--- src/design/mc_defs.svh ---
// Address translation defines
`ifndef MC_DEFS_SVH
`define MC_DEFS_SVH

// width of the byte EVA and of store data.
`define MC_DATA_WIDTH 32

// width of the network word address.
`define MC_ADDR_WIDTH 28

// full mesh coordinates.
`define MC_X_CORD_WIDTH 7
`define MC_Y_CORD_WIDTH 7

// pod coordinates form the upper bits of a full coordinate.
`define MC_POD_X_CORD_WIDTH 3
`define MC_POD_Y_CORD_WIDTH 4

// position of a tile or vcache inside its pod.
`define MC_X_SUBCORD_WIDTH 4
`define MC_Y_SUBCORD_WIDTH 3

// vcache rows on each side of the pod.
`define MC_NUM_VCACHE_ROWS 1

// words per vcache line.
`define MC_VCACHE_BLOCK_WORDS 8

`endif

--- src/design/mc_dram_hash.sv ---
// DRAM address hash
`include "mc_defs.svh"

module mc_dram_hash #(
  parameter int num_vcache_rows_p            = `MC_NUM_VCACHE_ROWS,
  parameter int vcache_block_size_in_words_p = `MC_VCACHE_BLOCK_WORDS
) (
  input  logic [`MC_DATA_WIDTH-1:0]       eva_i,
  input  logic [`MC_POD_X_CORD_WIDTH-1:0] pod_x_i,
  input  logic [`MC_POD_Y_CORD_WIDTH-1:0] pod_y_i,
  output logic [`MC_ADDR_WIDTH-1:0]       epa_o,
  output logic [`MC_X_CORD_WIDTH-1:0]     x_cord_o,
  output logic [`MC_Y_CORD_WIDTH-1:0]     y_cord_o
);

  // one offset bit is kept even for single word lines.
  localparam int word_offset_width_lp = (vcache_block_size_in_words_p > 1)
    ? $clog2(vcache_block_size_in_words_p) : 1;
  // north and south rows share one row id, its lsb picks the side.
  localparam int row_id_width_lp = $clog2(2 * num_vcache_rows_p);

  localparam int x_subcord_lsb_lp = 2 + word_offset_width_lp;
  localparam int row_id_lsb_lp    = x_subcord_lsb_lp + `MC_X_SUBCORD_WIDTH;
  localparam int index_lsb_lp     = row_id_lsb_lp + row_id_width_lp;
  // bit 31 only marks DRAM space and is not part of the index.
  localparam int index_width_lp   = `MC_DATA_WIDTH - 1 - index_lsb_lp;

  logic [word_offset_width_lp-1:0]     word_offset;
  logic [`MC_X_SUBCORD_WIDTH-1:0]      x_subcord;
  logic [row_id_width_lp-1:0]          row_id;
  logic [index_width_lp-1:0]           dram_index;
  logic [`MC_Y_SUBCORD_WIDTH-1:0]      y_subcord;
  logic [`MC_POD_Y_CORD_WIDTH-1:0]     dram_pod_y;

  // lines stripe over columns first, then over the two sides.
  assign word_offset = eva_i[2+:word_offset_width_lp];
  assign x_subcord   = eva_i[x_subcord_lsb_lp+:`MC_X_SUBCORD_WIDTH];
  assign row_id      = eva_i[row_id_lsb_lp+:row_id_width_lp];
  assign dram_index  = eva_i[index_lsb_lp+:index_width_lp];

  // south pod for odd row ids, north pod otherwise.
  assign dram_pod_y = row_id[0]
    ? `MC_POD_Y_CORD_WIDTH'(pod_y_i + 1'b1)
    : `MC_POD_Y_CORD_WIDTH'(pod_y_i - 1'b1);

  if (num_vcache_rows_p == 1) begin : g_one_row
    // south row sits at subcord 0, north row at the last subcord.
    assign y_subcord = {`MC_Y_SUBCORD_WIDTH{~row_id[0]}};
  end else begin : g_multi_row
    // upper row id bits walk from the inner rows outwards.
    assign y_subcord = {
      {(`MC_Y_SUBCORD_WIDTH + 1 - row_id_width_lp){~row_id[0]}},
      (row_id[0] ? row_id[row_id_width_lp-1:1] : ~row_id[row_id_width_lp-1:1])
    };
  end

  assign x_cord_o = {pod_x_i, x_subcord};
  assign y_cord_o = {dram_pod_y, y_subcord};
  assign epa_o    = `MC_ADDR_WIDTH'({dram_index, word_offset});

  // geometry must leave room for an index within the word address.
  initial begin
    assert (index_width_lp > 0)
      else $fatal(1, "mc_dram_hash: geometry leaves no dram index bits");
    assert (index_width_lp + word_offset_width_lp <= `MC_ADDR_WIDTH)
      else $fatal(1, "mc_dram_hash: dram address exceeds the word address");
  end

endmodule

--- config.mk ---
export PLATFORM = sky130hd
export DESIGN_NAME = mc_dram_hash
export DESIGN_NICKNAME = d
export VERILOG_FILES = /design/src/design/mc_dram_hash.sv
export VERILOG_INCLUDE_DIRS = /design/src /design/src/design
export SDC_FILE = /design/constraint.sdc
export NUM_CORES = 1
export LEC_CHECK = 0
export BUFFER_PORTS_ARGS = -buffer_cell sky130_fd_sc_hd__buf_4
export CAP_MARGIN = 20
export CORE_UTILIZATION = 23
export DETAILED_ROUTE_END_ITERATION = 10
export PLACE_DENSITY = 0.89
export RECOVER_POWER = 50
export SLEW_MARGIN = 20
export SYNTH_ARGS = -nofsm -noshare
export SYNTH_HDL_FRONTEND = slang
export SYNTH_SLANG_ARGS = --single-unit
export TNS_END_PERCENT = 50
--- constraint.sdc ---
create_clock -name vclk -period 0.8
set_input_delay 0 -clock vclk [all_inputs]
set_output_delay 0 -clock vclk [all_outputs]
set_load 0.01 [all_outputs]
=== Word-level counts from Yosys, hierarchy flattened ===
Index checks and enable logic that the tools add are counted.

* Add/sub/neg operators: 2
* Muxes and demuxes: 1
* Bitwise gates (word level): 1

{| class="wikitable"
|+ Operators by type and width
! kind !! count
|-
| 4-bit by 1-bit adder with 4-bit output, second input constant || 1
|-
| 4-bit two-way mux || 1
|-
| 4-bit by 1-bit subtractor with 4-bit output, second input constant || 1
|-
| 1-bit inverter || 1
|}

* Bits in registers: 0
* Input port bits: 39
* Word-level logic and storage cells: 4

=== Longest topological paths before layout ===
Gate-level depths: netlist of the first run.

* Depth in word-level cells: 2
* Depth in mapped cells: 5
* Gate-level depth less buffers: 5

=== Worst setup path after synthesis of the first run ===
Ideal clock, no wire load.

* Path type: input -> output
* From: in eva_i[9]
* To: out y_cord_o[6]
* Data arrival time: 915 ps
* Required time: 800 ps
* Slack: -115 ps
* Stages on the path: 5
* Buffers on the path: 0
* Cell sequence: inv_1 -> ha_1 -> a21o_1 -> a21oi_2 -> xnor2_1

* Word-level cells in the longest chain between the ends: 1

{| class="wikitable"
|+ Ends and longest elaborated chain
! what !! line !! RTL
|-
| start: declaration || mc_dram_hash.sv:8 || <nowiki>input logic [`MC_DATA_WIDTH-1:0] eva_i,</nowiki>
|-
| 4-bit two-way mux || mc_dram_hash.sv:42 || <nowiki>assign dram_pod_y = row_id[0]</nowiki>
|-
| end: declaration || mc_dram_hash.sv:13 || <nowiki>output logic [`MC_Y_CORD_WIDTH-1:0] y_cord_o</nowiki>
|}

No other way between the ends.

=== Worst setup path after layout of the first run ===
Ends and elaborated chain as after synthesis.

==> results of run 1 <==
==> layer usage <==
layer / wire length (um) / part of all wire / track usage
met3: 98 / 0.23 / 0.02586
met5: 0 / 0 / 0
met2: 156 / 0.37 / 0.04923
met4: 10 / 0.024 / 0.02500
met1: 154 / 0.37 / 0.05426
==> power by group <==
group | switching [W] | total, W | leakage, nW | internal, W
Clock | 0 | 0 | 0 | 0
Sequential | 0 | 0 | 0 | 0
Combinational | 0.0000928 | 0.000218 | 0.146 | 0.000125
==> area by class of cell <==
class | instances | area, um2
Fill cell | 167 | 1232
Timing Repair Buffer | 16 | 135.1
Tap cell | 16 | 20.02
Inverter | 2 | 11.26
Multi-Input combinational cell | 12 | 125.1
==> worst max path at each step <==
stage,start,endpoint,slack (ns)
after floorplan,eva_i[9],y_cord_o[6],-0.04
after global placement,eva_i[9],y_cord_o[6],-0.22
after detailed placement,eva_i[9],y_cord_o[6],-0.27
after CTS,eva_i[9],y_cord_o[6],-0.26
after global routing,eva_i[9],y_cord_o[6],-0.23
final,eva_i[9],y_cord_o[6],-0.18
==> logic make-up after synthesis <==
group | share of synthesized area
adders and majority gates | 0.1196
other | 0.009957
buffers and inverters | 0.7575
xor gates and xnor gates | 0.06978
AOI/OAI and AO/OA | 0.04320
==> through the flow <==
stage | total power [W] | utilization | area (um2) | hold slack [ns]
after global placement | 0.0001930 | 0.1650 | 251.5 | 0.00006862
after global routing | 0.0002361 | 0.1913 | 291.5 | 0.00001506
after CTS | 0.0002124 | 0.1864 | 284.0 | 0.00006862
after floorplan | 0.0002806 | - | 411.6 | 0.04351
final | 0.0002178 | 0.1913 | 291.5 | 0.000004444
after detailed placement | 0.0001967 | 0.1650 | 251.5 | 0.00006862
==> what timing repair did <==
| item | in CTS | in global routing |
|---|---|---|
| buffers inserted | 3 | 0 |
| gates resized for setup | 3 | 2 |
| pin swaps | 4 | 5 |
| cloned | 0 | 0 |
| hold buffers | 0 | 0 |
| endpoints found under the setup margin | 3 | 3 |
==> flow_metrics.tcl, run 1 <==
set metrics [dict create \
    mostFrequentLayoutCells "buf_4, conb_1, buf_6" \
    maxSlewViolCount 0 \
    vias 162 \
    dpl.hpwl_um 373.4 \
    min_path_type "input port to primary output" \
    io_pins 81 \
    row_count 14 \
    drt_pass1_iterations 1 \
    timing.max_cap.violations 0 \
    vias_per_cell 3.522 \
    slowest_delay_ns 0.22 \
    p_per_area_nw_per_um2 747.2 \
    gp_congestion 0.6136 \
    fp.dieW_um 42.47 \
    yosys_warnings 0 \
    synth_common_cells "buf_4, ha_1, inv_1, xnor2_1" \
    die_y_um 42.47 \
    worst_slack_ns -0.1810 \
    slowest_stage "ha_4" \
    antenna_cells 0 \
    syn_area_um2 376.6 \
    ir_drop_mv 0.2414 \
    cp.arrival_ns 0.98 \
    cp-start-kind "input port" \
    nFlopsAndLatches 0 \
    post-place-ws_ns -0.2713 \
    routed_wl_um 420 \
    drtIter0Drc 0 \
    core_um2 1524 \
    yosysSeqAreaShare 0 \
    start_util 0.2471 \
    max_freq_ghz 1.019 \
    yosys.cell_types.count 9 \
    violations "negative setup slack" \
    synthTopCellsByArea "buf_4, ha_1, fa_1" \
    min_path_cells 0 \
    synth_top_area_cell "buf_4" \
    drc 0 \
    grt_use_total 0.04145 \
    worstPathRequired_ns 0.80 \
    setup.worst_path.end_class "primary output" \
    hold_violations 0 \
    fin_crit_ns 0.9810 \
    status "finished, violations left" \
    crit_buf_inv 3 \
    numPortBuffers 12 \
    ant_nets 0 \
    clkbuf_count 0 \
    wl_per_cell_um 9.130 \
    synthCells 48 \
    rsz0062_at_grt "yes" \
    antenna_found_initial 0 \
    grt-ovfl-total 0 \
    crit_family "buffers and inverters" \
    min_period_over_period 1.226 \
    layout-area-overhead-vs-synth_pct -22.59 \
    synth_top_area_share 0.7375 \
    setup_viol 3 \
    grt_pass1_wl_um 621 \
    synth.most_common_cell "buf_4" \
    layout.nets 74 \
    final_layout_size_suffix_gt1_frac 0.7000 \
    dieArea_um2 1803 \
    ff_latch_area_um2 0 \
    final_cells 46 \
    p_leak_nw 0.1462 \
    dp_cells 43 \
    first_global_vias 138 \
    final.setup.tns_ns -0.4849 \
    worstSetupPathType "input port to primary output" \
    synth.avg_cell_area_um2 7.846 \
    mostFrequentLayoutCell "buf_4" \
    path_depth 7 \
    grt_max_degree 4 \
    crit_fanout 3 \
    cp_cell_sequence "buf_8, clkinvlp_4, ha_4, a21o_1, a21oi_2, xnor2_2, buf_4" \
    min_to "epa_o[7]" \
    hold_start "eva_i[14]" \
]
Note: power is estimated with default switching activity, not from simulation.
==> run 2, diff against run 1 <==
==> constraint.sdc (replaced) <==
create_clock -name vclk -period 0.85
set_input_delay 0 -clock vclk [all_inputs]
set_output_delay 0 -clock vclk [all_outputs]
set_load 0.01 [all_outputs]
==> flow_metrics.tcl, run 2 (synthesized netlist as in run 1, its figures left out) <==
set metrics [dict create \
    ir_drop_mv 0.1483 \
    core_um2 1524 \
    timing.max_cap.violations 0 \
    final_cells 45 \
    drtIter0Drc 0 \
    crit_family "compound AO/OA/AOI/OAI gates" \
    multiInputGateArea_um2 125.1 \
    routed_wl_um 413 \
    vias_per_cell 3.333 \
    cp-start-kind "input port" \
    numPortBuffers 12 \
    nFlopsAndLatches 0 \
    mostFrequentLayoutCells "buf_4, conb_1" \
    rsz0062_at_grt "yes" \
    setup_viol 3 \
    hold_violations 0 \
    ctsHoldBuffers 0 \
    crit_buf_inv 3 \
    min_period_over_period 1.197 \
    antenna_found_initial 0 \
    setup.worst_path.end_class "primary output" \
    layout.nets 73 \
    p_per_area_nw_per_um2 689.0 \
    dpl.hpwl_um 345.8 \
    start_util 0.2471 \
    dp_cells 43 \
    max_freq_ghz 0.9829 \
    violations "negative setup slack" \
    fin_crit_ns 1.017 \
    status "finished, violations left" \
    place_area_um2 251.5 \
    cp_cell_sequence "buf_8, clkinvlp_4, ha_4, a21o_1, a21oi_2, xnor2_2, buf_4" \
    antenna_cells 0 \
    grt_pass1_wl_um 690 \
    gp_congestion 0.6410 \
    worstSetupPathType "input port to primary output" \
    wl_per_cell_um 9.178 \
    die_y_um 42.47 \
    mostFrequentLayoutCell "buf_4" \
    ant_nets 0 \
    drc 0 \
    drt_pass1_iterations 1 \
    min_path_type "input port to primary output" \
    dieArea_um2 1803 \
    n_fill_cell 172 \
    maxSlewViolCount 0 \
    grt_max_degree 5 \
    total_power_w 0.0001905 \
    post-place-ws_ns -0.2099 \
    final_layout_size_suffix_gt1_frac 0.6897 \
    clkbuf_count 0 \
    vias 150 \
    io_pins 81 \
    grt-ovfl-total 0 \
    grt_use_total 0.04489 \
    slowest_stage "ha_4" \
    ff_latch_area_um2 0 \
    worst_slack_ns -0.1674 \
    cp.arrival_ns 1.02 \
    row_count 14 \
    worstPathRequired_ns 0.85 \
    fin_hold_ws_ns 0.000004436 \
    layout-area-overhead-vs-synth_pct -26.58 \
    p_leak_nw 0.1388 \
    first_global_vias 162 \
    fp.dieW_um 42.47 \
    crit_fanout 4 \
    slowest_delay_ns 0.23 \
    design_area_um2 276.5 \
]
## run 2: cell count changes in the layout (fill, tap and decap cells not counted), sizes merged
cell and delta:
buf -1
## run 2: routing by layer
layer | vias up | global-route usage | routed length (um)
li1 | 66 | - | -
met1 | 62 | 0.05398 | 144
met2 | 20 | 0.06154 | 179
met3 | 2 | 0.02586 | 85
met4 | 0 | 0.02500 | 4
met5 | - | 0 | 0
## run 2: cell type report
cell class / count / share of cell area
multi-input combinational: 12 / 0.4525
timing repair buffer: 15 / 0.4344
tap: 16 / 0.07240
inverter: 2 / 0.04072
## run 2: worst paths after layout
path       from           to  slack (ns)  cells after the start
min   eva_i[26]    epa_o[19]    0.000004                      0
max    eva_i[9]  y_cord_o[6]       -0.17                      7
## run 2: power by group
part           total, W  internal [W]  leakage (nW)  switching (W)
combinational  0.000191      0.000107         0.139      0.0000836
sequential            0             0             0              0
clock                 0             0             0              0
## run 2: timing repair
action,CTS,global route
pin swaps,1,2
endpoints found under the setup margin,3,3
buffers inserted,0,2
gates resized for setup,2,1
## run 2: stage by stage
stage,setup TNS (ns),utilization
global route,-0.5574,0.1814
global placement,-0.3536,0.1650
detailed placement,-0.4105,0.1650
floorplan,0,-
finish,-0.3959,0.1814
CTS,-0.2060,0.1700
